File: src/hdl/thumb_pkg.sv
package thumb_pkg;

    localparam int unsigned DATA_WIDTH     = 32;
    localparam int unsigned ADDR_WIDTH     = 4;
    localparam int unsigned NUM_REGS       = 8;
    localparam int unsigned MEM_ADDR_WIDTH = 6;
    localparam int unsigned MEM_WORDS      = 2 ** MEM_ADDR_WIDTH;

    // transfer slots of LDM/STM, one per register of the list
    localparam int unsigned SLOT_WIDTH   = 3;
    localparam int unsigned OFFSET_WIDTH = SLOT_WIDTH + 2;
    localparam logic [SLOT_WIDTH-1:0] MAX_COUNT = 3'd7;

    // major opcodes live in bits 15:11
    localparam logic [4:0] SHIFT_IMM      = 5'b00???;
    localparam logic [4:0] STORE_MULT_REG = 5'b11000;
    localparam logic [4:0] LOAD_MULT_REG  = 5'b11001;

    // sub-codes of the shift/add/sub/move/compare class, bits 13:9
    localparam logic [4:0] LEFT_SHIFT_L_IM  = 5'b000??;
    localparam logic [4:0] RIGHT_SHIFT_L_IM = 5'b001??;
    localparam logic [4:0] RIGHT_SHIFT_A_IM = 5'b010??;
    localparam logic [4:0] ADD_REG          = 5'b01100;
    localparam logic [4:0] SUB_REG          = 5'b01101;
    localparam logic [4:0] ADD_3_IMM        = 5'b01110;
    localparam logic [4:0] SUB_3_IMM        = 5'b01111;
    localparam logic [4:0] MOV_8_IMM        = 5'b100??;
    localparam logic [4:0] CMP_8_IMM        = 5'b101??;
    localparam logic [4:0] ADD_8_IMM        = 5'b110??;
    localparam logic [4:0] SUB_8_IMM        = 5'b111??;

    typedef enum logic [2:0] {
        ALU_ADD,
        ALU_SUB,
        ALU_LSL,
        ALU_LSR,
        ALU_ASR
    } alu_op_e;

    typedef enum logic [1:0] {
        FROM_REG,
        FROM_IMM,
        FROM_ZERO,
        FROM_ACCUMULATOR
    } operand_src_e;

    typedef enum logic {
        FROM_ALU,
        FROM_MEM
    } wb_src_e;

    // shift/arithmetic format, with the immediates laid over the register fields
    typedef union packed {
        struct packed {
            logic [1:0] op;
            logic [4:0] sub;
            logic [2:0] rm;
            logic [2:0] rn;
            logic [2:0] rd;
        } r3;
        struct packed {
            logic [1:0] op;
            logic [4:0] sub;
            logic [2:0] imm3;
            logic [2:0] rn;
            logic [2:0] rd;
        } i3;
        struct packed {
            logic [4:0] pre;
            logic [4:0] imm5;
            logic [2:0] rm;
            logic [2:0] rd;
        } i5;
        struct packed {
            logic [4:0] pre;
            logic [2:0] rd;
            logic [7:0] imm8;
        } i8;
    } arith_view_u;

    typedef struct packed {
        logic [4:0] op;
        logic [2:0] base;
        logic [7:0] reg_list;
    } mult_view_t;

    typedef union packed {
        arith_view_u arith;
        mult_view_t  mult;
    } instr_u;

endpackage

File: src/hdl/ldm_stm_counter.sv
`timescale 1ns/1ps

module ldm_stm_counter import thumb_pkg::*; (
    input  logic                    clk_i,
    input  logic                    rst_i,
    input  logic                    count_en_i,
    input  logic [NUM_REGS-1:0]     reg_list_i,
    output logic [SLOT_WIDTH-1:0]   slot_o,
    output logic [OFFSET_WIDTH-1:0] offset_o
);

    // number of listed registers in the slots already passed
    logic [SLOT_WIDTH-1:0] moved;

    always_ff @(posedge clk_i) begin
        if (rst_i || !count_en_i) begin
            slot_o <= '0;
        end else begin
            slot_o <= slot_o + 1'b1;
        end
    end

    always_ff @(posedge clk_i) begin
        if (rst_i || !count_en_i) begin
            moved <= '0;
        end else if (reg_list_i[slot_o]) begin
            moved <= moved + 1'b1;
        end
    end

    // each register is one 4-byte word
    assign offset_o = {moved, 2'b00};

    a_no_wrap: assert property (@(posedge clk_i) disable iff (rst_i)
        count_en_i |=> slot_o != '0);

endmodule

File: config.mk
export PLATFORM = sky130hd
export DESIGN_NAME = ldm_stm_counter
export DESIGN_NICKNAME = d
export VERILOG_FILES = /design/src/hdl/thumb_pkg.sv /design/src/hdl/ldm_stm_counter.sv
export SDC_FILE = /design/constraint.sdc
export NUM_CORES = 1
export LEC_CHECK = 0
export BUFFER_PORTS_ARGS = -buffer_cell sky130_fd_sc_hd__buf_2
export CAP_MARGIN = 20
export CORE_AREA = 10 10 47 49
export DETAILED_ROUTE_END_ITERATION = 10
export DIE_AREA = 0 0 57 59
export PLACE_DENSITY = 0.56
export SYNTH_ARGS = -nofsm -noshare
export SYNTH_HDL_FRONTEND = slang
export SYNTH_SLANG_ARGS = --single-unit
File: constraint.sdc
create_clock -name clk_i -period 2.09 [get_ports clk_i]
set_clock_uncertainty 0.1 [all_clocks]
set_input_delay 0.209 -clock clk_i [delete_from_list [all_inputs] [get_ports clk_i]]
set_output_delay 0.209 -clock clk_i [all_outputs]
set_load 0.02 [all_outputs]
* Word-level counts from Yosys, hierarchy flattened
Cells that the tools add are included.
Storage, ports and cells: register bits after elaboration 6, input bits 11, output and inout bits 8
Cells by class: add/sub/neg operators 2, magnitude comparators 1, mux-type cells 2, reduce and logical (&&, ||, !) cells 2
Operator list (count):
- 3-bit by 1-bit adder with 3-bit output, second input constant | 2
- 3-bit by 4-bit < comparator with 1-bit output, second input constant | 1
- 1-bit binary-select mux with 3-bit select | 1
- 1-bit zero test | 1
- 1-bit logical OR | 1
- 1-bit 2-to-1 mux | 1

* Logic depth before layout (Yosys ltp)
word-level depth 2, gate-level depth with buffers 4

* Worst setup path after synthesis
Ideal clock, no wire load.
kind reg-to-reg, start point register slot_o[0], end point register moved[1], arrival 1556 ps, required time 1870 ps, setup slack 315 ps, cell stages (with the launch flop) 5, buffers on the path 0, clock period less this slack 1775 ps, cell sequence dfxtp_1 mux4_1 mux2i_4 mux2i_1 nor2_1
On the way: cells in the longest elaborated chain, start to end 2
RTL lines:
- start, declared | RTL line ldm_stm_counter.sv:8 | output logic [SLOT_WIDTH-1:0] slot_o,
- start signal, assigned | RTL line ldm_stm_counter.sv:19 | slot_o <= slot_o + 1'b1;
- 1-bit binary-select mux with 3-bit select | RTL line ldm_stm_counter.sv:26 | end else if (reg_list_i[slot_o]) begin
- 1-bit 2-to-1 mux (not written as such) | RTL line ldm_stm_counter.sv:26
- end signal, assigned | RTL line ldm_stm_counter.sv:27 | moved <= moved + 1'b1;
- end, declared | RTL line ldm_stm_counter.sv:13 | logic [SLOT_WIDTH-1:0] moved;
Every way passes these cells. The select of a mux whose other input is x is not followed. A chain may end at the register's enable or synchronous reset.

* Worst setup path in the final report
Same ends and word-level chain as after synthesis.

==> results.txt <==
fin nets - 61
Syn Area/Cell - 11.3 um2
CTS clk-pin slew, worst paths - 0.04 ns
Top Usage Layer GRT - met2
post-route ant nets - 0
1st-pass router iterations - 2
hold violation count in the final report - 0
HP Class - input pin to flip-flop
maximum VDD drop - 0.335 mV
Die Y-Extent - 59 um
met2 GRT Util - 0.0806
Fillers - 153
max-slew violation count - 0
# rows - 14
Leakage - 0.211 nW
clock sink total - 6
area leader, netlist - dfxtp_1
Area growth syn-to-layout - 35.3%
layout cells sized above 1 - 0.435
Seq/Total Area, Yosys - 0.381
commonest non-fill, non-tap cell in the layout - buf_2
Register Area - 120 um2
Tmin final - 1.70 ns
# setup viols final - 0
CTS tree - built
starting density of the core - 0.225
Fin Hold WS - 0.234 ns
PortBufs - 16
Seq cells post-synth - 6
routed wire length - 695 um
Yosys warning count - 0
gr usage total - 0.0433
Wirelength per Cell - 11.2 um
ant diodes - 0
pin count of the biggest net entering global routing - 7
CP max FO - 5
Clock Tree Buf Depth - 2
# IOs - 19
global-route wire length before repair - 1.11 mm
Post-CTS Hold Buffers - 0
commonest cells after routing, fill and taps aside - 16 x buf_2, 6 x dfxtp_1, 5 x nor2_1
placer congestion estimate - 0.674
Iteration-0 DRC Markers - 1
Post-CTS Resized - 0
multi-input combinational cell area - 176 um2
Worst EP arrival - 1.72 ns
CTS H-tree depth - 1
via count - 253
Die ar. - 3360 um2
Setup TNS - 0 ns
Netlist Area Pre-Place - 315 um2
grt total ovfl - 0
main area contributors after synthesis - dfxtp_1 38%, mux4_1 17%, ha_1 7.9%, mux2i_4 7.1%, nor2_1 6.0%
vias in the first global route - 266
Unique masters post-synth - 15
post-synthesis instance total - 28
Achievable Freq - 588 MHz
status - finished, final reports clean
Worst Setup Path Type - flip-flop to flip-flop
core footprint - 1400 um2
Power per Cell Area - 633 nW/um2
Final period util - 0.813
Critical Path RT - 2.11 ns
number of buffers created by CTS - 3
met3 Use GR - 0.0408
RSZ-0062 raised after global routing - no
antenna violations before repair - 0
clk root buf - clkbuf_4
# Max-Cap Violations - 0
kind of end point of the critical path - flip-flop
drt drc - 0
vias per std cell - 4.08
Post-CTS Repair Setup Buffers - 0
die span in x - 57 um
Clk Latency, worst-skew pair - 0.24 ns
routing usage on met1 - 0.0347
Critical Path Source Type - flip-flop
Yosys top cell area share - 0.381
[worst paths after layout]
| kind | cells past startpoint | endpoint | from | slack (ns) |
|---|---|---|---|---|
| max | 4 | moved[1]$_SDFFE_PP0P_ | slot_o[0]$_SDFF_PP0_ | 0.39 |
| min | 3 | slot_o[1]$_SDFF_PP0_ | count_en_i | 0.23 |
| max reg2reg | 4 | moved[1]$_SDFFE_PP0P_ | slot_o[0]$_SDFF_PP0_ | 0.39 |
| min reg2reg | 2 | moved[2]$_SDFFE_PP0P_ | moved[2]$_SDFFE_PP0P_ | 0.38 |
[where the power goes]
part	internal, mW	switching, mW	leakage [nW]
Combinational	0.0216	0.0209	0.148
Clock	0.0648	0.0402	0.0138
Sequential	0.119	0.00399	0.0488
[routing by layer]
| metal | up-vias | share of wire |
|---|---|---|
| li1 | 128 | - |
| met1 | 115 | 0.34 |
| met2 | 10 | 0.57 |
| met3 | 0 | 0.082 |
| met4 | 0 | 0 |
| met5 | - | 0 |
[sequential cells by signal, indices dropped and copies added, names as in the netlist]
signal  cells
moved       3
slot_o      3
[logic make-up after synthesis]
kind of cell | after synthesis | share of synthesized area
AND/OR/NAND/NOR | 7 | 0.0992
flip-flops | 6 | 0.381
multiplexers | 4 | 0.270
buffers and inverters | 4 | 0.0714
adder cells (fa/ha/maj) | 2 | 0.0794
AO/OA/AOI/OAI | 2 | 0.0317
XOR/XNOR | 2 | 0.0556
other | 1 | 0.0119
[final cells by class]
class / count / area share
clock buffer: 3 / 0.0528
tap: 16 / 0.0469
timing repair buffer: 16 / 0.188
multi-input combinational: 19 / 0.413
sequential: 6 / 0.282
inverter: 2 / 0.0176
[synthesized netlist by cell type]
cell,instances
nand2b_1,1
a21oi_1,1
dfxtp_1,6
o21ai_0,1
inv_1,2
mux2i_4,1
conb_1,1
ha_1,2
xor2_1,1
or3_1,1
mux4_1,2
buf_4,2
xnor2_1,1
nor2_1,5
mux2i_1,1
[worst max-delay path: stages (launching register included)]
cell and delay, ns:
dfxtp_1 0.40, mux4_1 0.62, mux2i_4 0.21, mux2i_1 0.20, nor2_1 0.05
[through the flow]
step	worst slack [ns]	cell area [um2]	std cells	total power, mW	util
after global placement	0.400	404	59	0.168	0.288
after CTS	0.372	427	62	0.278	0.304
after global routing	0.338	427	62	0.288	0.304
after floorplan	0.315	319	29	0.156	-
final	0.390	427	62	0.270	0.304
after detailed placement	0.381	404	59	0.168	0.288
Power figures use the tool's default switching activity.
