**src/hdl/thumb_pkg.sv**
```systemverilog
package thumb_pkg;

    localparam int unsigned DATA_WIDTH     = 32;
    localparam int unsigned ADDR_WIDTH     = 4;
    localparam int unsigned NUM_REGS       = 8;
    localparam int unsigned MEM_ADDR_WIDTH = 6;
    localparam int unsigned MEM_WORDS      = 2 ** MEM_ADDR_WIDTH;

    // transfer slots of LDM/STM, one per register of the list
    localparam int unsigned SLOT_WIDTH   = 3;
    localparam int unsigned OFFSET_WIDTH = SLOT_WIDTH + 2;
    localparam logic [SLOT_WIDTH-1:0] MAX_COUNT = 3'd7;

    // major opcodes live in bits 15:11
    localparam logic [4:0] SHIFT_IMM      = 5'b00???;
    localparam logic [4:0] STORE_MULT_REG = 5'b11000;
    localparam logic [4:0] LOAD_MULT_REG  = 5'b11001;

    // sub-codes of the shift/add/sub/move/compare class, bits 13:9
    localparam logic [4:0] LEFT_SHIFT_L_IM  = 5'b000??;
    localparam logic [4:0] RIGHT_SHIFT_L_IM = 5'b001??;
    localparam logic [4:0] RIGHT_SHIFT_A_IM = 5'b010??;
    localparam logic [4:0] ADD_REG          = 5'b01100;
    localparam logic [4:0] SUB_REG          = 5'b01101;
    localparam logic [4:0] ADD_3_IMM        = 5'b01110;
    localparam logic [4:0] SUB_3_IMM        = 5'b01111;
    localparam logic [4:0] MOV_8_IMM        = 5'b100??;
    localparam logic [4:0] CMP_8_IMM        = 5'b101??;
    localparam logic [4:0] ADD_8_IMM        = 5'b110??;
    localparam logic [4:0] SUB_8_IMM        = 5'b111??;

    typedef enum logic [2:0] {
        ALU_ADD,
        ALU_SUB,
        ALU_LSL,
        ALU_LSR,
        ALU_ASR
    } alu_op_e;

    typedef enum logic [1:0] {
        FROM_REG,
        FROM_IMM,
        FROM_ZERO,
        FROM_ACCUMULATOR
    } operand_src_e;

    typedef enum logic {
        FROM_ALU,
        FROM_MEM
    } wb_src_e;

    // shift/arithmetic format, with the immediates laid over the register fields
    typedef union packed {
        struct packed {
            logic [1:0] op;
            logic [4:0] sub;
            logic [2:0] rm;
            logic [2:0] rn;
            logic [2:0] rd;
        } r3;
        struct packed {
            logic [1:0] op;
            logic [4:0] sub;
            logic [2:0] imm3;
            logic [2:0] rn;
            logic [2:0] rd;
        } i3;
        struct packed {
            logic [4:0] pre;
            logic [4:0] imm5;
            logic [2:0] rm;
            logic [2:0] rd;
        } i5;
        struct packed {
            logic [4:0] pre;
            logic [2:0] rd;
            logic [7:0] imm8;
        } i8;
    } arith_view_u;

    typedef struct packed {
        logic [4:0] op;
        logic [2:0] base;
        logic [7:0] reg_list;
    } mult_view_t;

    typedef union packed {
        arith_view_u arith;
        mult_view_t  mult;
    } instr_u;

endpackage

```
**src/hdl/reg_file.sv**
```systemverilog
`timescale 1ns/1ps

module reg_file import thumb_pkg::*; (
    input  logic                  clk_i,
    input  logic                  rst_i,
    input  logic [ADDR_WIDTH-1:0] raddr1_i,
    input  logic [ADDR_WIDTH-1:0] raddr2_i,
    input  logic [ADDR_WIDTH-1:0] dbg_addr_i,
    input  logic [ADDR_WIDTH-1:0] waddr_i,
    input  logic [DATA_WIDTH-1:0] wdata_i,
    input  logic                  we_i,
    output logic [DATA_WIDTH-1:0] rdata1_o,
    output logic [DATA_WIDTH-1:0] rdata2_o,
    output logic [DATA_WIDTH-1:0] dbg_data_o
);

    logic [DATA_WIDTH-1:0] regs [NUM_REGS];

    always_ff @(posedge clk_i) begin
        if (rst_i) begin
            for (int i = 0; i < NUM_REGS; i++) begin
                regs[i] <= '0;
            end
        end else if (we_i && waddr_i < NUM_REGS) begin
            regs[waddr_i[SLOT_WIDTH-1:0]] <= wdata_i;
        end
    end

    // indices above the low eight registers read as zero
    assign rdata1_o   = (raddr1_i < NUM_REGS) ? regs[raddr1_i[SLOT_WIDTH-1:0]] : '0;
    assign rdata2_o   = (raddr2_i < NUM_REGS) ? regs[raddr2_i[SLOT_WIDTH-1:0]] : '0;
    assign dbg_data_o = (dbg_addr_i < NUM_REGS) ? regs[dbg_addr_i[SLOT_WIDTH-1:0]] : '0;

endmodule

```
**config.mk**
```make
export PLATFORM = sky130hd
export DESIGN_NAME = reg_file
export DESIGN_NICKNAME = d
export VERILOG_FILES = /design/src/hdl/thumb_pkg.sv /design/src/hdl/reg_file.sv
export SDC_FILE = /design/constraint.sdc
export NUM_CORES = 1
export LEC_CHECK = 0
export BUFFER_PORTS_ARGS = -buffer_cell sky130_fd_sc_hd__buf_2
export CAP_MARGIN = 20
export CORE_ASPECT_RATIO = 1.5
export CORE_MARGIN = 2
export CORE_UTILIZATION = 60
export CTS_CLUSTER_DIAMETER = 80
export CTS_CLUSTER_SIZE = 28
export DETAILED_ROUTE_END_ITERATION = 10
export PLACE_DENSITY = 0.81
export SYNTH_ARGS = -nofsm -noshare
export SYNTH_HDL_FRONTEND = slang
export SYNTH_SLANG_ARGS = --single-unit
```
**constraint.sdc**
```tcl
create_clock -name clk_i -period 3.2 [get_ports clk_i]
set_input_delay 0.8 -clock clk_i [delete_from_list [all_inputs] [get_ports clk_i]]
set_output_delay 0.8 -clock clk_i [all_outputs]
set_load 0.01 [all_outputs]
```
# After elaboration in Yosys (flattened, before gate mapping)
# Memories as Yosys holds them, arrays and structs flattened.
# Cells that the tools add are included.
# op_classes
n_mux	11
reduce_logical	2
magnitude_cmp	4
# op_table
op	n
two-way mux 32 bit	4
OR reduction 32 bit	1
< comparator 4 bit, second input constant	4
two-way mux 1 bit	6
two-way mux 3 bit	1
logical AND 1 bit	1
# word_totals
output_inout_bits	96
n_memories	1
ramBits	256
reg_bits	0
# mem_list
name	depth	width	read_ports	rd_ports_with_merged_regs	wr	line_no	rtl
regs	8	32	3	0	8	reg_file.sv:17	logic [DATA_WIDTH-1:0] regs [NUM_REGS];

# Depth between registers and ports, before layout
# Gate-level depths: netlist of run 1.
# logic_depth
depth_word	7
depth_mapped	5
depth_no_buf	3

# Least setup slack after synthesis of run 1
# No wires, ideal clock.
# synth_path
path_type	input-to-output
startpoint	input port raddr2_i[1]
endpoint	output port rdata2_o[22]
t_arrival_ns	2.032
cell_stages	5
t_required_ns	2.400
slack_ns	0.368
path_cell_list	buf_2 > buf_2 > mux4_2 > mux2i_1 > nor2_1
# synth_between
elab_chain_cells	2
word_cells_on_any_way	3
cone_classes	order compare: 1; mux: 1; memory: 1
# synth_rtl
element	line_no	rtl
start: declaration	reg_file.sv:7	input logic [ADDR_WIDTH-1:0] raddr2_i,
memory read (8 x 32 bit) / < comparator 4 bit (equally long branches)	n/a	
two-way mux 32 bit (*)	reg_file.sv:31	assign rdata2_o = (raddr2_i < NUM_REGS) ? regs[raddr2_i[SLOT_WIDTH-1:0]] : '0;
end: declaration	reg_file.sv:13	output logic [DATA_WIDTH-1:0] rdata2_o,
# Every way passes the cells marked *; elsewhere a longest branch is shown, timed or not.

# Final worst setup path of run 1
# layout_path
startpoint	input port raddr1_i[1]
endpoint	output port rdata1_o[31]
# layout_between
elab_chain_cells	2
word_cells_on_any_way	3
cone_classes	order compare: 1; mux: 1; memory: 1
# layout_rtl
element	line_no	rtl
start: declaration	reg_file.sv:6	input logic [ADDR_WIDTH-1:0] raddr1_i,
memory read (8 x 32 bit) / < comparator 4 bit (equally long branches)	n/a	
two-way mux 32 bit (*)	reg_file.sv:30	assign rdata1_o = (raddr1_i < NUM_REGS) ? regs[raddr1_i[SLOT_WIDTH-1:0]] : '0;
end: declaration	reg_file.sv:12	output logic [DATA_WIDTH-1:0] rdata1_o,
# Marks and branches as above.

==> metrics.md, run 1 <==
| Metric | Value |
|---|---|
| Status | `complete, no violations` |
| Area fraction of the dominant cell type after synthesis | `between 40% and 50%` |
| VDD IR max | `343 µV` |
| Max reg flops | `256` |
| Max-Cap Viols | `0` |
| # hold bufs at CTS | `0` |
| Final wirelength | `about 42 mm` |
| Setup CP Type | `in -> out` |
| Die Span Y | `about 200 µm` |
| Slowest stage cell, crit path | `mux4_2` |
| Min-Delay Path Class | `in -> reg` |
| Final Wtd Congestion | `0.810` |
| Syn nets | `1055` |
| Post-CTS sizing | `0` |
| Number of vias per cell | `6.80` |
| Top_reg_cell synth | `edfxtp_1` |
| Wirelength per Cell | `just under 30 µm` |
| Longest Clk Path Bufs | `3` |
| CP Data Arrival Time | `2.26 ns` |
| Pwr Density | `414 mW/mm²` |
| Post-synth EDFFs | `~260` |
| Crit path largest cell delay | `about 0.53 ns` |
| DRT Pass-1 Iters | `6` |
| CTS Root Cell | `clkbuf_16` |
| Final Setup Violations | `0` |
| Yosys top cell by area | `edfxtp_1` |
| Ys async rst share | `0%` |
| Yosys cell types | `19` |
| Tot GR Track Use | `roughly a third` |
| Rel. slew slack | `between 60% and 70%` |
| Register area | `0.00769 mm²` |
| Yosys Warn Count | `0` |
| Post-CTS Setup Bufs | `0` |
| Pins over their slew limit | `0` |
| Cell Area, Synth | `0.0155 mm²` |
| Core area | `0.0256 mm²` |
| Nets | `approximately 1200` |
| Num CTS Buffers | `13` |
| Leakage | `around 6.5 nW` |
| Synth top cells by count | `and2_1 (256), edfxtp_1 (256), mux4_2 (192)` |
| Biggest regs | `regs (256)` |
| Share of cells above drive strength 1 | `37.3%` |
| Synth Instances | `1004` |
| Worst-margin pin slew | `0.555 ns` |
| Startpoint type of the worst setup path | `input port` |
| Largest net degree at the start of global routing | `49` |
| CP cell instances | `buf_4 > buf_12 > mux4_2 > mux2i_1 > nor2_1 > buf_2` |
| Critical Path Fanout Max | `24` |
| I/O pins | `roughly 150` |
| Global route total overflow | `0` |
| WHS Endpoint | `regs[4][25]` |
| Final worst slack | `about 0.14 ns` |
| Die W | `around 140 µm` |
| Hpwl dp | `around 26 mm` |
| Worst slack, placed | `about 0.18 ns` |
| Clock period minus worst slack | `3.06 ns` |
| Ranking of synthesized cells by area | `edfxtp_1 (50%), mux4_2 (28%), and2_1 (10%)` |
| Setup TNS | `0 ns` |
| Worst EP required | `about 2.4 ns` |
| Most flop-heavy register | `regs` |
| Hold depth | `2` |
| Starting Density | `60.5%` |
| Global-route wire length before repair | `between 60 and 70 mm` |
| Avg Cell Area, Syn | `15.4 µm²` |
| CTS tree | `yes` |
| Seq/Total Area, Yosys | `roughly 50%` |
| Area growth from synthesis to layout | `12.5%` |
| Port bufs | `about 150` |
| Period utilization | `approximately 96%` |
| Vias in the first global route | `between 10000 and 15000` |
| FP Rows | `72` |
| Hold_sp | `wdata_i[25]` |
| Vias | `9967` |
| CTS sink cnt | `256` |
| Final hold violations | `0` |
| Post-route ant nets | `0` |
| Worst-path clk slew | `~0.11 ns` |
| Filler instances | `1747` |
| Unrepaired setup endpoints after global routing | `false` |
| Synthesized flop and latch total | `roughly 260` |
| # DRC | `0` |
| Fmax | `between 300 and 400 MHz` |
| Detailed Route Iter0 Violations | `between 1000 and 1500` |
| Die Area | `0.0271 mm²` |
| Antenna violations before repair | `3` |
| Multi-input gate area | `between 0.007 and 0.008 mm²` |
| H-tree Lvls | `1` |
| CP endpoint kind | `output port` |
[how the worst max path moves through the flow]
stage,start,endpoint,depth (start not counted)
3_5_place_dp,dbg_addr_i[1],dbg_data_o[23],6
2_1_floorplan,raddr2_i[1],rdata2_o[22],5
4_1_cts,dbg_addr_i[1],dbg_data_o[31],6
6_report,raddr1_i[1],rdata1_o[31],6
3_3_place_gp,dbg_addr_i[1],dbg_data_o[11],6
5_1_grt,dbg_addr_i[1],dbg_data_o[31],6
[report_power, final]
group | internal [mW] | switching, mW | total, mW | leakage, nW
logic | 0.705 | 0.691 | 1.40 | 3.86
clock network | 0.763 | 1.03 | 1.80 | 0.176
registers | 3.88 | 0.139 | 4.02 | 2.44
[cell type report]
| class | instances | share of cell area (%) |
|---|---|---|
| Clock inverter | 2 | 0.223 |
| Antenna cell | 3 | 0.0431 |
| Tap cell | 333 | 2.39 |
| Clock buffer | 13 | 1.87 |
| Sequential cell | 256 | 44.2 |
| Multi-Input combinational cell | 661 | 42.6 |
| Timing Repair Buffer | 197 | 8.74 |
[stage by stage]
step | utilization, % | hold WS (ns) | total power, mW | area [µm²] | std cells
after global routing | 68.0 | 0.660 | 7.41 | 17400 | 1464
after floorplan | - | 0.998 | 4.93 | 15500 | 1004
after CTS | 68.0 | 0.638 | 7.21 | 17400 | 1462
final | 68.0 | 0.649 | 7.21 | 17400 | 1465
after global placement | 66.6 | 1.15 | 5.43 | 17000 | 1447
after detailed placement | 66.6 | 1.16 | 5.49 | 17000 | 1447
[kinds of logic (layout without fill, tap and decap cells)]
logic type | after synthesis | in the layout | share of synthesized area [%]
flip-flops | 256 | 256 | 49.7
AND/OR/NAND/NOR | 373 | 373 | 13.7
multiplexers | 288 | 288 | 34.1
buffers and inverters | 87 | 212 | 2.53
other | 0 | 3 | 0
[layout by cell type, fill, tap and decap left out, drive strengths merged, types with 2 or more instances in the layout]
cell type	count
and2	256
edfxtp	256
buf	197
mux4	192
nor2	102
mux2i	96
clkbuf	13
or2	8
diode	3
nand2b	2
nor3	2
[worst max-delay path: cells and delay by family]
family                 cells  cell delay, ns
muxes                      2            0.83
buffers and inverters      3            0.52
and+or+nand+nor            1            0.08
[metal layers]
layer	vias up	global-route usage [%]	wire length, µm
met2	657	54.6	22100
met4	0	12.1	1440
li1	4132	-	-
met5	-	0	0
met1	5068	41.8	14500
met3	110	3.94	4280
No activity file was read; power rests on OpenSTA's default activity.
==> run 2, diff against run 1 <==
--- a/config.mk
+++ b/config.mk
@@ -9,11 +9,10 @@
 export CAP_MARGIN = 20
 export CORE_ASPECT_RATIO = 1.5
 export CORE_MARGIN = 2
-export CORE_UTILIZATION = 60
+export CORE_UTILIZATION = 30
 export CTS_CLUSTER_DIAMETER = 80
 export CTS_CLUSTER_SIZE = 28
 export DETAILED_ROUTE_END_ITERATION = 10
-export PLACE_DENSITY = 0.81
 export SYNTH_ARGS = -nofsm -noshare
 export SYNTH_HDL_FRONTEND = slang
 export SYNTH_SLANG_ARGS = --single-unit
==> metrics.md, run 2 (synthesis gave the netlist of run 1 again) <==
| Metric | Value |
|---|---|
| Critical Path Fanout Max | `20 (was 24)` |
| Core area | `0.0513 mm² (was 0.0256 mm²)` |
| Fmax | `325 MHz (was 327 MHz)` |
| Post-CTS Setup Bufs | `0 (unchanged)` |
| Pins over their slew limit | `0 (unchanged)` |
| CTS Root Cell | `clkbuf_16 (unchanged)` |
| H-tree Lvls | `1 (unchanged)` |
| Wirelength per Cell | `26.3 µm (was 28.8 µm)` |
| Hold_sp | `wdata_i[24] (was wdata_i[25])` |
| Detailed Route Iter0 Violations | `636 (was 1287)` |
| Final Wtd Congestion | `0.785 (was 0.810)` |
| Num CTS Buffers | `13 (unchanged)` |
| Rel. slew slack | `58.4% (was 63.0%)` |
| Most flop-heavy register | `regs (unchanged)` |
| Vias | `9579 (was 9967)` |
| DRT Pass-1 Iters | `5 (was 6)` |
| CTS tree | `yes (unchanged)` |
| Clock period minus worst slack | `3.07 ns (was 3.06 ns)` |
| Status | `complete, no violations (unchanged)` |
| Longest Clk Path Bufs | `3 (unchanged)` |
| Number of vias per cell | `5.26 (was 6.80)` |
| Hold depth | `2 (unchanged)` |
| VDD IR max | `450 µV (was 343 µV)` |
| Post-route ant nets | `0 (unchanged)` |
| Global route total overflow | `0 (unchanged)` |
| Placed Area | `0.0175 mm² (was 0.0170 mm²)` |
| CP endpoint kind | `output port (unchanged)` |
| Nets | `1192 (was 1180)` |
| Final instance area | `0.0179 mm² (was 0.0174 mm²)` |
| Leakage | `6.53 nW (was 6.48 nW)` |
| I/O pins | `147 (unchanged)` |
| FP Rows | `102 (was 72)` |
| Worst-margin pin slew | `0.625 ns (was 0.555 ns)` |
| Tot GR Track Use | `18.0% (was 31.8%)` |
| Period utilization | `96.1% (was 95.6%)` |
| Final hold violations | `0 (unchanged)` |
| Biggest regs | `regs (256) (unchanged)` |
| Final Setup Violations | `0 (unchanged)` |
| # DRC | `0 (unchanged)` |
| Max reg flops | `256 (unchanged)` |
| Max-Cap Viols | `0 (unchanged)` |
| Startpoint type of the worst setup path | `input port (unchanged)` |
| Final Util | `34.9% (was 68.0%)` |
| Area growth from synthesis to layout | `15.7% (was 12.5%)` |
| Largest net degree at the start of global routing | `33 (was 49)` |
| Starting Density | `30.2% (was 60.5%)` |
| CP Data Arrival Time | `2.27 ns (was 2.26 ns)` |
| Die Span Y | `282 µm (was 201 µm)` |
| Share of cells above drive strength 1 | `37.9% (was 37.3%)` |
| CTS sink cnt | `256 (unchanged)` |
| # hold bufs at CTS | `0 (unchanged)` |
| Die Area | `0.0535 mm² (was 0.0271 mm²)` |
| Worst EP required | `2.40 ns (about the same)` |
| Final wirelength | `47.9 mm (was 42.3 mm)` |
| Antenna violations before repair | `8 (was 3)` |
| Port bufs | `146 (unchanged)` |
| Most frequent cells in the layout | `and2_1 (256), edfxtp_1 (256), mux4_2 (192) (unchanged)` |
| Setup TNS | `0 ns (unchanged)` |
| Pwr Density | `408 mW/mm² (was 414 mW/mm²)` |
| Worst hold slack | `0.645 ns (was 0.649 ns)` |
| Die W | `189 µm (was 135 µm)` |
| Unrepaired setup endpoints after global routing | `false (unchanged)` |
| WHS Endpoint | `regs[1][24] (was regs[4][25])` |
| Setup CP Type | `in -> out (unchanged)` |
| Hpwl dp | `29.9 mm (was 25.5 mm)` |
| Worst-path clk slew | `0.11 ns (about the same)` |
| Min-Delay Path Class | `in -> reg (unchanged)` |
| Post-CTS sizing | `0 (unchanged)` |
| Vias in the first global route | `10400 (about the same)` |
| Global-route wire length before repair | `69.2 mm (was 62.3 mm)` |
==> run 2: cell type report <==
| class | instances | area, µm² |
|---|---|---|
| fill | 4955 | 33400 |
| timing repair buffer | 209 | 1600 |
| clock buffer | 14 | 329 |
| sequential | 256 | 7690 |
| antenna | 4 | 10.0 |
| clock inverter | 2 | 28.8 |
| multi-input combinational | 661 | 7410 |
| tap | 676 | 846 |
==> run 2: power by group <==
group / total (mW) / internal, mW / switching (mW)
Clock: 1.87 / 0.767 / 1.10
Sequential: 4.01 / 3.88 / 0.130
Combinational: 1.44 / 0.712 / 0.723
==> run 2: critical path, cell delays in order <==
cell	delay (ns)
buf_4	0.24
buf_12	0.25
mux4_2	0.52
mux2i_1	0.16
nor2_1	0.11
buf_2	0.16
==> run 2: per-stage QoR <==
stage	power (mW)	worst slack, ns	instances
after floorplan	4.93	0.368	1004
after global placement	5.51	0.0725	1802
after detailed placement	5.55	0.107	1802
after CTS	7.37	0.102	1818
after global routing	7.58	0.0122	1821
final	7.32	0.125	1822
==> run 2: routing by layer <==
metal / up-vias / part of all wire, % / global-route usage (%)
li1: 4151 / - / -
met1: 5031 / 39 / 21.9
met2: 305 / 51 / 32.0
met3: 84 / 5.8 / 3.03
met4: 8 / 3.4 / 6.94
met5: - / 0.12 / 0
==> run 2: how the worst max path moves through the flow <==
stage / start / endpoint / slack [ns] / cells after the start
3_5_place_dp: raddr2_i[1] / rdata2_o[0] / 0.11 / 6
2_1_floorplan: raddr2_i[1] / rdata2_o[22] / 0.37 / 5
3_3_place_gp: raddr2_i[1] / rdata2_o[0] / 0.07 / 6
5_1_grt: dbg_addr_i[1] / dbg_data_o[17] / 0.01 / 6
6_report: dbg_addr_i[1] / dbg_data_o[20] / 0.13 / 6
4_1_cts: dbg_addr_i[1] / dbg_data_o[15] / 0.10 / 6
