`config.mk`:
```
export PLATFORM = sky130hd
export DESIGN_NAME = cpu_controller
export DESIGN_NICKNAME = d
export VERILOG_FILES = /design/src/hdl/thumb_pkg.sv /design/src/hdl/cpu_controller.sv
export SDC_FILE = /design/constraint.sdc
export NUM_CORES = 1
export LEC_CHECK = 0
export BUFFER_PORTS_ARGS = -buffer_cell sky130_fd_sc_hd__clkbuf_2
export CELL_PAD_IN_SITES_DETAIL_PLACEMENT = 1
export CELL_PAD_IN_SITES_GLOBAL_PLACEMENT = 2
export CORE_ASPECT_RATIO = 1.5
export CORE_MARGIN = 2
export CORE_UTILIZATION = 16
export DETAILED_ROUTE_END_ITERATION = 6
export PLACE_DENSITY = 0.9
export SYNTH_ARGS = -nofsm -noshare
export SYNTH_HDL_FRONTEND = slang
export SYNTH_SLANG_ARGS = --single-unit
```
`constraint.sdc`:
```
create_clock -name vclk -period 2.5
set_clock_uncertainty 0.2 [all_clocks]
set_input_delay 0.125 -clock vclk [all_inputs]
set_output_delay 0.125 -clock vclk [all_outputs]
set_load 0.02 [all_outputs]
```
`src/hdl/thumb_pkg.sv`:
```
package thumb_pkg;

    localparam int unsigned DATA_WIDTH     = 32;
    localparam int unsigned ADDR_WIDTH     = 4;
    localparam int unsigned NUM_REGS       = 8;
    localparam int unsigned MEM_ADDR_WIDTH = 6;
    localparam int unsigned MEM_WORDS      = 2 ** MEM_ADDR_WIDTH;

    // transfer slots of LDM/STM, one per register of the list
    localparam int unsigned SLOT_WIDTH   = 3;
    localparam int unsigned OFFSET_WIDTH = SLOT_WIDTH + 2;
    localparam logic [SLOT_WIDTH-1:0] MAX_COUNT = 3'd7;

    // major opcodes live in bits 15:11
    localparam logic [4:0] SHIFT_IMM      = 5'b00???;
    localparam logic [4:0] STORE_MULT_REG = 5'b11000;
    localparam logic [4:0] LOAD_MULT_REG  = 5'b11001;

    // sub-codes of the shift/add/sub/move/compare class, bits 13:9
    localparam logic [4:0] LEFT_SHIFT_L_IM  = 5'b000??;
    localparam logic [4:0] RIGHT_SHIFT_L_IM = 5'b001??;
    localparam logic [4:0] RIGHT_SHIFT_A_IM = 5'b010??;
    localparam logic [4:0] ADD_REG          = 5'b01100;
    localparam logic [4:0] SUB_REG          = 5'b01101;
    localparam logic [4:0] ADD_3_IMM        = 5'b01110;
    localparam logic [4:0] SUB_3_IMM        = 5'b01111;
    localparam logic [4:0] MOV_8_IMM        = 5'b100??;
    localparam logic [4:0] CMP_8_IMM        = 5'b101??;
    localparam logic [4:0] ADD_8_IMM        = 5'b110??;
    localparam logic [4:0] SUB_8_IMM        = 5'b111??;

    typedef enum logic [2:0] {
        ALU_ADD,
        ALU_SUB,
        ALU_LSL,
        ALU_LSR,
        ALU_ASR
    } alu_op_e;

    typedef enum logic [1:0] {
        FROM_REG,
        FROM_IMM,
        FROM_ZERO,
        FROM_ACCUMULATOR
    } operand_src_e;

    typedef enum logic {
        FROM_ALU,
        FROM_MEM
    } wb_src_e;

    // shift/arithmetic format, with the immediates laid over the register fields
    typedef union packed {
        struct packed {
            logic [1:0] op;
            logic [4:0] sub;
            logic [2:0] rm;
            logic [2:0] rn;
            logic [2:0] rd;
        } r3;
        struct packed {
            logic [1:0] op;
            logic [4:0] sub;
            logic [2:0] imm3;
            logic [2:0] rn;
            logic [2:0] rd;
        } i3;
        struct packed {
            logic [4:0] pre;
            logic [4:0] imm5;
            logic [2:0] rm;
            logic [2:0] rd;
        } i5;
        struct packed {
            logic [4:0] pre;
            logic [2:0] rd;
            logic [7:0] imm8;
        } i8;
    } arith_view_u;

    typedef struct packed {
        logic [4:0] op;
        logic [2:0] base;
        logic [7:0] reg_list;
    } mult_view_t;

    typedef union packed {
        arith_view_u arith;
        mult_view_t  mult;
    } instr_u;

endpackage

```
`src/hdl/cpu_controller.sv`:
```
`timescale 1ns/1ps

module cpu_controller import thumb_pkg::*; (
    input  logic                    clk_i,
    input  logic                    rst_i,
    input  instr_u                  instr_i,
    input  logic                    instr_valid_i,
    input  logic [SLOT_WIDTH-1:0]   slot_i,
    input  logic [OFFSET_WIDTH-1:0] offset_i,
    output alu_op_e                 alu_op_o,
    output operand_src_e            op1_sel_o,
    output operand_src_e            op2_sel_o,
    output logic [DATA_WIDTH-1:0]   imm_o,
    output logic                    update_flags_o,
    output logic                    reg_write_en_o,
    output wb_src_e                 wb_sel_o,
    output logic [ADDR_WIDTH-1:0]   waddr_o,
    output logic [ADDR_WIDTH-1:0]   raddr1_o,
    output logic [ADDR_WIDTH-1:0]   raddr2_o,
    output logic                    mem_write_en_o,
    output logic                    count_en_o,
    output logic                    stall_o
);

    logic reg_we;
    logic mem_we;
    logic flags_we;
    logic multi;

    always_comb begin
        alu_op_o  = ALU_ADD;
        op1_sel_o = FROM_REG;
        op2_sel_o = FROM_REG;
        imm_o     = '0;
        wb_sel_o  = FROM_ALU;
        waddr_o   = ADDR_WIDTH'(instr_i.arith.r3.rd);
        raddr1_o  = ADDR_WIDTH'(instr_i.arith.r3.rn);
        raddr2_o  = ADDR_WIDTH'(instr_i.arith.r3.rm);
        reg_we    = 1'b0;
        mem_we    = 1'b0;
        flags_we  = 1'b0;
        multi     = 1'b0;

        // both views keep the major opcode in bits 15:11
        casez (instr_i.mult.op)
            SHIFT_IMM: begin
                reg_we   = 1'b1;
                flags_we = 1'b1;
                casez (instr_i.arith.r3.sub)
                    LEFT_SHIFT_L_IM, RIGHT_SHIFT_L_IM, RIGHT_SHIFT_A_IM: begin
                        if (instr_i.arith.r3.sub[4:2] == 3'b000) begin
                            alu_op_o = ALU_LSL;
                        end else if (instr_i.arith.r3.sub[4:2] == 3'b001) begin
                            alu_op_o = ALU_LSR;
                        end else begin
                            alu_op_o = ALU_ASR;
                        end
                        op2_sel_o = FROM_IMM;
                        imm_o     = DATA_WIDTH'(instr_i.arith.i5.imm5);
                        raddr1_o  = ADDR_WIDTH'(instr_i.arith.i5.rm);
                        waddr_o   = ADDR_WIDTH'(instr_i.arith.i5.rd);
                    end
                    ADD_REG: alu_op_o = ALU_ADD;
                    SUB_REG: alu_op_o = ALU_SUB;
                    ADD_3_IMM, SUB_3_IMM: begin
                        alu_op_o  = instr_i.arith.r3.sub[0] ? ALU_SUB : ALU_ADD;
                        op2_sel_o = FROM_IMM;
                        imm_o     = DATA_WIDTH'(instr_i.arith.i3.imm3);
                    end
                    MOV_8_IMM, CMP_8_IMM, ADD_8_IMM, SUB_8_IMM: begin
                        // the two low sub-code bits belong to rd here
                        op2_sel_o = FROM_IMM;
                        imm_o     = DATA_WIDTH'(instr_i.arith.i8.imm8);
                        raddr1_o  = ADDR_WIDTH'(instr_i.arith.i8.rd);
                        waddr_o   = ADDR_WIDTH'(instr_i.arith.i8.rd);
                        if (instr_i.arith.r3.sub[4:2] == 3'b100) begin
                            op1_sel_o = FROM_ZERO;
                        end
                        if (instr_i.arith.r3.sub[4:2] != 3'b110 &&
                            instr_i.arith.r3.sub[4:2] != 3'b100) begin
                            alu_op_o = ALU_SUB;
                        end
                        // compare only leaves its mark in the flags
                        if (instr_i.arith.r3.sub[4:2] == 3'b101) begin
                            reg_we = 1'b0;
                        end
                    end
                    default: ;
                endcase
            end

            STORE_MULT_REG: begin
                multi     = 1'b1;
                op2_sel_o = FROM_ACCUMULATOR;
                raddr1_o  = ADDR_WIDTH'(slot_i);
                raddr2_o  = ADDR_WIDTH'(instr_i.mult.base);
                mem_we    = instr_i.mult.reg_list[slot_i];
            end

            LOAD_MULT_REG: begin
                multi     = 1'b1;
                op2_sel_o = FROM_ACCUMULATOR;
                raddr2_o  = ADDR_WIDTH'(instr_i.mult.base);
                waddr_o   = ADDR_WIDTH'(slot_i);
                wb_sel_o  = FROM_MEM;
                reg_we    = instr_i.mult.reg_list[slot_i];
            end

            // everything else, including the first half of a 32-bit opcode, is a bubble
            default: ;
        endcase
    end

    assign reg_write_en_o = instr_valid_i & reg_we;
    assign mem_write_en_o = instr_valid_i & mem_we;
    assign update_flags_o = instr_valid_i & flags_we;
    assign count_en_o     = instr_valid_i & multi & (slot_i != MAX_COUNT);
    assign stall_o        = count_en_o;

    // a stalled transfer only finishes its writes if the source keeps the word in place
    a_held_while_stalled: assert property (@(posedge clk_i) disable iff (rst_i)
        stall_o |=> instr_valid_i && $stable(instr_i));

    // the sequencer can never have moved more registers than slots have passed
    a_offset_bounded: assert property (@(posedge clk_i) disable iff (rst_i)
        offset_i <= {slot_i, 2'b00});

endmodule

```
; ---- Yosys cells after proc, flatten, opt, wreduce, memory -nomap -nowiden
; Cells that the tools add are included.
[word_totals]
register_bits = 0
mem_bits_ro = 0
ram_bits = 0
output_inout_bits = 57
in_bits = 27
latchBits = 0
wordCells = 56
n_memories = 0
[classes]
mux = 27
n_shift = 0
reduce_logical = 8
bitwise_logic = 5
mul = 0
n_addsub = 0
magnitude_cmp = 1
n_div = 0
eq_ne = 15
[ops]
columns = op, count
row1 = 8-bit one-hot mux with 3 select lines, 1
row2 = 5-bit by 4-bit == test with 1-bit output (second input constant), 4
row3 = 3-bit 2-to-1 mux, 6
row4 = 3-bit one-hot mux with 5 select lines, 1
row5 = 3-bit == test (second input constant), 4
row6 = 3-bit one-hot mux with 2 select lines, 2
row7 = 5-bit == test (second input constant), 2
row8 = 1-bit 2-to-1 mux, 10
row9 = 3-bit != test (second input constant), 3
row10 = 9-bit OR reduction, 1
row11 = 8-bit 2-to-1 mux, 1
row12 = 2-bit 2-to-1 mux, 3
row13 = 1-bit AND, 5
row14 = 3-bit by 4-bit < comparator with 1-bit output (second input constant), 1
row15 = 2-bit one-hot mux with 2 select lines, 1
row16 = 2-bit OR reduction, 2
row17 = 4-bit OR reduction, 1
row18 = 1-bit binary-select mux with 3-bit select, 1
row19 = 3-bit by 1-bit == test with 1-bit output (second input constant), 1
row20 = 3-bit by 2-bit == test with 1-bit output (second input constant), 1
row21 = 3-bit zero test, 1
row22 = 3-bit OR reduction, 1
row23 = 2-bit zero test, 1
row24 = 1-bit one-hot mux with 2 select lines, 1
row25 = 1-bit logical AND, 1

; ---- Depth between registers and ports, before layout
; Gate-level depths: netlist (run 1).
[logic_depth]
depth_word = 5
ltp_mapped = 5
mapped_depth_nobuf = 4

; ---- Worst setup path after synthesis (run 1)
; Ideal clock, no wire load.
[synth_path]
path_kind = input port to output port
start = input port instr_i[12] (netlist bit)
end = output port stall_o
path_slack_ns = 0.862
n_path_buf = 2
cell_stages = 4
t_required_ns = 2.175
arrival_time_ns = 1.313
path_cell_list = buf_2 nor2_1 and3_1 buf_4
[synth_via]
elab_chain_cells = 5
elab_cells_between_ends = 6
classes_between = eq/ne: 2 / mux: 1 / bitwise: 2 / reduce/logical: 1
[synth_rtl]
columns = element, line
row1 = "start, declared", cpu_controller.sv:6  ; input instr_u instr_i,
row2 = 5-bit == test, cpu_controller.sv:45  ; casez (instr_i.mult.op)
row3 = 2-bit OR reduction (no source line) (*), n/a
row4 = 1-bit 2-to-1 mux (*), cpu_controller.sv:45
row5 = 1-bit AND (*) (2 in a row), cpu_controller.sv:117  ; assign count_en_o = instr_valid_i & multi & (slot_i != MAX_COUNT);
row6 = "end, declared", cpu_controller.sv:22  ; output logic stall_o
; Mark *: on every way between the ends. The rest lies on a longest branch, timed or not.

; ---- Worst setup path after layout (run 1)
[layout_path]
start = input port instr_i[13] (netlist bit)
end = output port raddr2_o[1]
[layout_via]
elab_chain_cells = 3
elab_cells_between_ends = 4
classes_between = eq/ne: 2 / mux: 1 / reduce/logical: 1
[layout_rtl]
columns = element, line
row1 = 5-bit == test, cpu_controller.sv:45
row2 = 2-bit OR reduction (no source line) (*), n/a
row3 = 3-bit 2-to-1 mux (*), cpu_controller.sv:45
row4 = "end, declared", cpu_controller.sv:19  ; output logic [ADDR_WIDTH-1:0] raddr2_o,
; Marked as above.

==> impl_metrics.yaml, run 1 <==
outcome:
  status: "complete, but fails checks"
  failed_checks: "DRC"
route:
  vias: 819
  vias_per_cell: 4.288
  drc_errors: 6
  wl_per_cell_um: 13.11
  first_iter_violations: 20
  antenna_left: 0
  dr.pass1.iters: 7
  wl_um: 2504
global_route:
  grt_pass1_wl_um: 3574
  antenna_found_initial: 0
  grt_pass1_vias: 739
  overflow: 0
  grt_max_degree: 23
  grtUsageTotal_pct: 8.667
pwr:
  p_leak_nw: 0.5119
  ir_drop_uv: 40.71
  p_per_area_mw_per_mm2: 203.8
  p_total_mw: 0.1805
floorplan:
  coreArea_mm2: 0.004429
  die-area_mm2: 0.005085
  ios: 84
  initial_core_util_pct: 16.33
  die_h_um: 86.34
  die_w_um: 58.90
  rows: 30
cells_and_area:
  seq_cell_count: 0
  fin_area_um2: 885.9
  area_growth_pct: 22.49
  nFillCells: 581
  seq_area_um2: 0
  stdcell_count: 191
  nClkBuffers: 0
  drive_above_1_share_pct: 41.96
  insertedDiodeCount: 0
  final_nets: 172
  multiInputGateArea_um2: 573.1
  post-route-util_pct: 20.00
critical_path:
  end_kind: "primary output"
  slowest_stage: "nor2_1"
  slowest_delay_ps: 390
  path_max_fanout: 22
  arrival_ps: 1600
  required_ps: 2170
  setup.worst_path.start: "instr_i[13]"
  worst-path-buf-inv: 2
  path_class: "in -> out"
  cpMostUsedCell: "clkbuf_2"
  critPathTopFamily: "simple AND/OR/NAND/NOR gates"
  startpoint_type: "primary input"
  path_cells: "clkbuf_2, nand3b_4, nor2_1, mux2_2, clkbuf_2"
hold_path:
  hp-class: "in -> out"
  hp-start: "instr_i[3]"
synthesis:
  syn_area_um2: 723.2
  synthDistinctLibCells: 27
  seq_area_frac_synth_pct: 0
  syn_area_per_cell_um2: 7.090
  ys_warn_count: 0
  syn_inst: 102
cts:
  ctsResizeCount: 0
  postCtsHoldBufs: 0
  postCtsSetupRepairBufs: 0
timing:
  rsz0062_at_grt: "no"
  hold_viol_final: 0
  maxClockFrequency_mhz: 518.5
  tns_ps: 0
  finalCriticalPeriod_ps: 1928
  finalSetupViolCount: 0
  drv_slew: 0
  fin_crit_sh_pct: 77.14
flow_run:
  drv_cap: 0
placed_design:
  placed_cell_area_um2: 885.9
  dpl.hpwl_um: 2137
  port_buffers: 49
  dp_cells: 191
  gp_congestion: 0.7714
-- final timing paths --
check / depth (start not counted) / endpoint
worst max-delay path: 5 / raddr2_o[1]
worst min-delay path: 4 / imm_o[3]
-- cells by family after synthesis --
kind of cell,synth area share [%]
AND/OR/NAND/NOR,34.43
buffers and inverters,34.77
AO/OA/AOI/OAI,20.07
multiplexers,10.21
other,0.5185
-- routing by layer --
metal	routed length, µm	vias to the layer above	share of wire (%)	global-route usage, %
li1	-	388	-	-
met4	0	0	0	0
met1	939	372	38	10.26
met2	1201	59	48	16.16
met3	363	0	14	2.388
met5	0	-	0	0
-- tightest hold or removal path, stage by stage --
cell      delay, ps
clkbuf_2        100
nand2_1          60
a21oi_1          50
clkbuf_2        150
-- through the flow --
step / hold slack [ps] / worst slack (ps)
after global placement: 434.4 / 557.6
final: 421.2 / 571.5
after detailed placement: 436.4 / 542.3
after CTS: 436.8 / 539.0
after global routing: 457.2 / 443.8
after floorplan: 216.5 / 862.0
-- cell type report --
type                            instances  area share, %
Multi-Input combinational cell         93          64.69
Tap cell                               48          6.780
Timing Repair Buffer                   50          28.53
-- synth_stat cells --
cell type | n | share of area (%)
clkbuf_1 | 1 | 0.52
o2bb2ai_1 | 1 | 1.2
a221o_1 | 6 | 8.3
nand3b_1 | 5 | 5.2
nor3b_4 | 1 | 2.6
nand2_1 | 7 | 3.6
nand3_1 | 2 | 1.4
mux2i_1 | 4 | 5.5
nor3_4 | 1 | 2.2
nor2_1 | 8 | 4.2
nand3b_4 | 1 | 2.8
nor3_1 | 3 | 2.1
o211a_1 | 1 | 1.4
or2_2 | 2 | 1.7
clkbuf_2 | 1 | 0.69
a21oi_1 | 5 | 3.5
and2_1 | 1 | 0.87
o21ba_2 | 1 | 1.4
and3_1 | 7 | 6.1
buf_2 | 5 | 3.5
a21oi_2 | 1 | 1.2
mux2_2 | 3 | 4.7
conb_1 | 1 | 0.52
a22oi_1 | 3 | 3.1
nand2b_1 | 1 | 0.87
buf_4 | 29 | 30
nand4_1 | 1 | 0.87
-- where the power goes --
part	switching, mW	internal, mW	total, mW
clock	0	0	0
sequential	0	0	0
combinational	0.126	0.0550	0.181
total	0.126	0.0550	0.181
-- placed cells by master, fill, tap and decap left out, types with 2 or more instances in the layout --
cell type | Yosys | final
clkbuf_2 | 1 | 49
conb_1 | 1 | 28
nor2_1 | 8 | 8
and3_1 | 7 | 7
nand2_1 | 7 | 7
a221o_1 | 6 | 6
a21oi_1 | 5 | 5
nand3b_1 | 5 | 5
mux2i_1 | 4 | 4
mux2_2 | 3 | 3
nor3_1 | 3 | 3
a22oi_1 | 3 | 3
or2_2 | 2 | 2
nand3_1 | 2 | 2
Note: power is estimated with default switching activity, not from simulation.
==> inputs of run 2 (changes only) <==
- ABC_AREA: not set -> 1
- CORE_UTILIZATION: 16 -> 15
- PLACE_DENSITY: 0.9 -> 0.87
- clock period: 2.5 -> 1.9 ns (I/O delays scaled with it)
==> run 2 against run 1 <==
The flow now finishes without violations; non-clock buffer count is the same; setup slack got worse by 190 ps; final cell count up 32%; sequential share of layout area is the same; count of clock-buffer cells in the layout unchanged; largest cell class unchanged; largest power group unchanged.
==> impl_metrics.yaml, run 2 <==
outcome:
  status: "finished clean"
pwr:
  p_leak_nw: 0.5804
  power.internal_mw: 0.06468
  p_comb_share_pct: 100.0
  p_per_area_mw_per_mm2: 257.9
  switchingPower_mw: 0.1854
  p_total_mw: 0.2501
  clock_power_share_pct: 0
  ir_drop_uv: 65.08
  switching_share_pct: 74.14
  seq_power_share_pct: 0
critical_path:
  cp-endpoint: "waddr_o[0]"
  setup.worst_path.start: "instr_i[15]"
  path_max_fanout: 11
  arrival_ps: 1220
  startpoint_type: "primary input"
  end_kind: "primary output"
  required_ps: 1600
  path_class: "in -> out"
placed_design:
  dp_cells: 253
  dpl.hpwl_um: 2597
  gp_congestion: 0.8033
  port_buffers: 49
route:
  first_iter_violations: 12
  vias: 969
  wl_per_cell_um: 11.38
  vias_per_cell: 3.830
  wl_um: 2879
  antenna_left: 0
  drc_errors: 0
  dr.pass1.iters: 5
floorplan:
  initial_core_util_pct: 15.35
  ios: 84
  die_h_um: 92.36
  die-area_mm2: 0.005810
  die_w_um: 62.91
  coreArea_mm2: 0.005085
  rows: 32
synthesis:
  synth_top_area_share_pct: 27.88
  yosysMostFrequentCell: "buf_4"
  synthDistinctLibCells: 23
  ys_warn_count: 0
  syn_inst: 141
  syn_area_um2: 780.7
  synthTopCellsByCount: "buf_4, nand2_1, inv_1"
  yosys-top-cells-area: "buf_4, nand2_1, inv_1"
  synth.largest_area_cell: "buf_4"
  seq_area_frac_synth_pct: 0
  syn_area_per_cell_um2: 5.537
cells_and_area:
  drive_above_1_share_pct: 32.97
  insertedDiodeCount: 0
  final_cell_mix: "clkbuf_2, nand2_1, conb_1"
  final_nets: 214
  stdcell_count: 253
  nClkBuffers: 0
  seq_area_um2: 0
  nFillCells: 681
  seq_cell_count: 0
  post-route-util_pct: 19.07
  area_growth_pct: 24.20
  final_common_cell: "clkbuf_2"
global_route:
  antenna_found_initial: 0
  overflow: 0
  grt_pass1_wl_um: 4505
  grtUsageTotal_pct: 9.349
  grt_pass1_vias: 945
  grt_max_degree: 12
timing:
  finalCriticalPeriod_ps: 1516
  maxClockFrequency_mhz: 659.5
  hold_viol_final: 0
  fin_crit_sh_pct: 79.81
  tns_ps: 0
  finalSetupViolCount: 0
  drv_slew: 0
  rsz0062_at_grt: "no"
cts:
  ctsResizeCount: 0
  postCtsSetupRepairBufs: 0
  postCtsHoldBufs: 0
flow_run:
  drv_cap: 0
hold_path:
  hp-class: "in -> out"
==> run 2: changes by cell type after synthesis, sizes merged, moves of 4 or more <==
cell    previous run  this run
a221o              6         0
and3               7         1
inv                0        20
mux2i              4         0
nand2              7        28
nand3              2        14
nand3b             6         1
nor2               8        16
o21ai              0        12
==> run 2: power by group through the flow <==
stage | registers, mW | clock network, mW | logic [mW]
after global placement | 0 | 0 | 0.251
after detailed placement | 0 | 0 | 0.252
after CTS | 0 | 0 | 0.253
after floorplan | 0 | 0 | 0.214
final | 0 | 0 | 0.250
after global routing | 0 | 0 | 0.275
==> run 2: worst min-delay path by stage <==
| stage | to | depth (start not counted) | start | slack (ps) |
|---|---|---|---|---|
| 2_1_floorplan | op1_sel_o[1] | 1 | instr_i[12] | 70 |
| 3_5_place_dp | raddr2_o[0] | 4 | instr_i[6] | 350 |
| 5_1_grt | op1_sel_o[1] | 3 | instr_i[11] | 390 |
| 6_report | raddr2_o[0] | 4 | instr_i[6] | 350 |
| 3_3_place_gp | raddr2_o[2] | 4 | instr_i[8] | 350 |
| 4_1_cts | raddr2_o[0] | 4 | instr_i[6] | 350 |
==> run 2: logic make-up (layout without fill, tap and decap cells) <==
group | count (synthesis) | in the layout | share of synthesized area [%]
buffers and inverters | 53 | 70 | 41.67
other | 1 | 28 | 0.4803
AOI/OAI and AO/OA | 21 | 21 | 15.23
and+or+nand+nor | 66 | 66 | 42.63
==> run 2: per-stage QoR <==
step | hold slack, ps | cell area [µm²] | setup WS [ps]
after global routing | 391.4 | 969.7 | 262.3
after CTS | 353.5 | 969.7 | 327.9
after global placement | 345.1 | 969.7 | 361.3
after floorplan | 73.06 | 882.1 | 271.8
after detailed placement | 350.9 | 969.7 | 330.9
final | 348.4 | 969.7 | 383.6
==> run 2: area by class of cell <==
| cell class | count | area (µm²) | area share [%] |
|---|---|---|---|
| tap | 68 | 85.08 | 8.774 |
| timing repair buffer | 50 | 252.7 | 26.06 |
| inverter | 20 | 75.07 | 7.742 |
| multi-input combinational | 115 | 556.8 | 57.42 |
==> run 2: critical path: stages <==
cell	delay, ps
clkbuf_2	120
nor2_4	210
inv_2	150
a21oi_1	230
o21ai_0	140
nand3_1	100
clkbuf_2	170
==> run 2: per-layer routing <==
metal | vias to the layer above | GRT usage, % | wire length, µm
li1 | 484 | - | -
met1 | 438 | 10.87 | 1088
met2 | 47 | 18.71 | 1562
met3 | 0 | 1.337 | 229
met4 | 0 | 0 | 0
met5 | - | 0 | 0
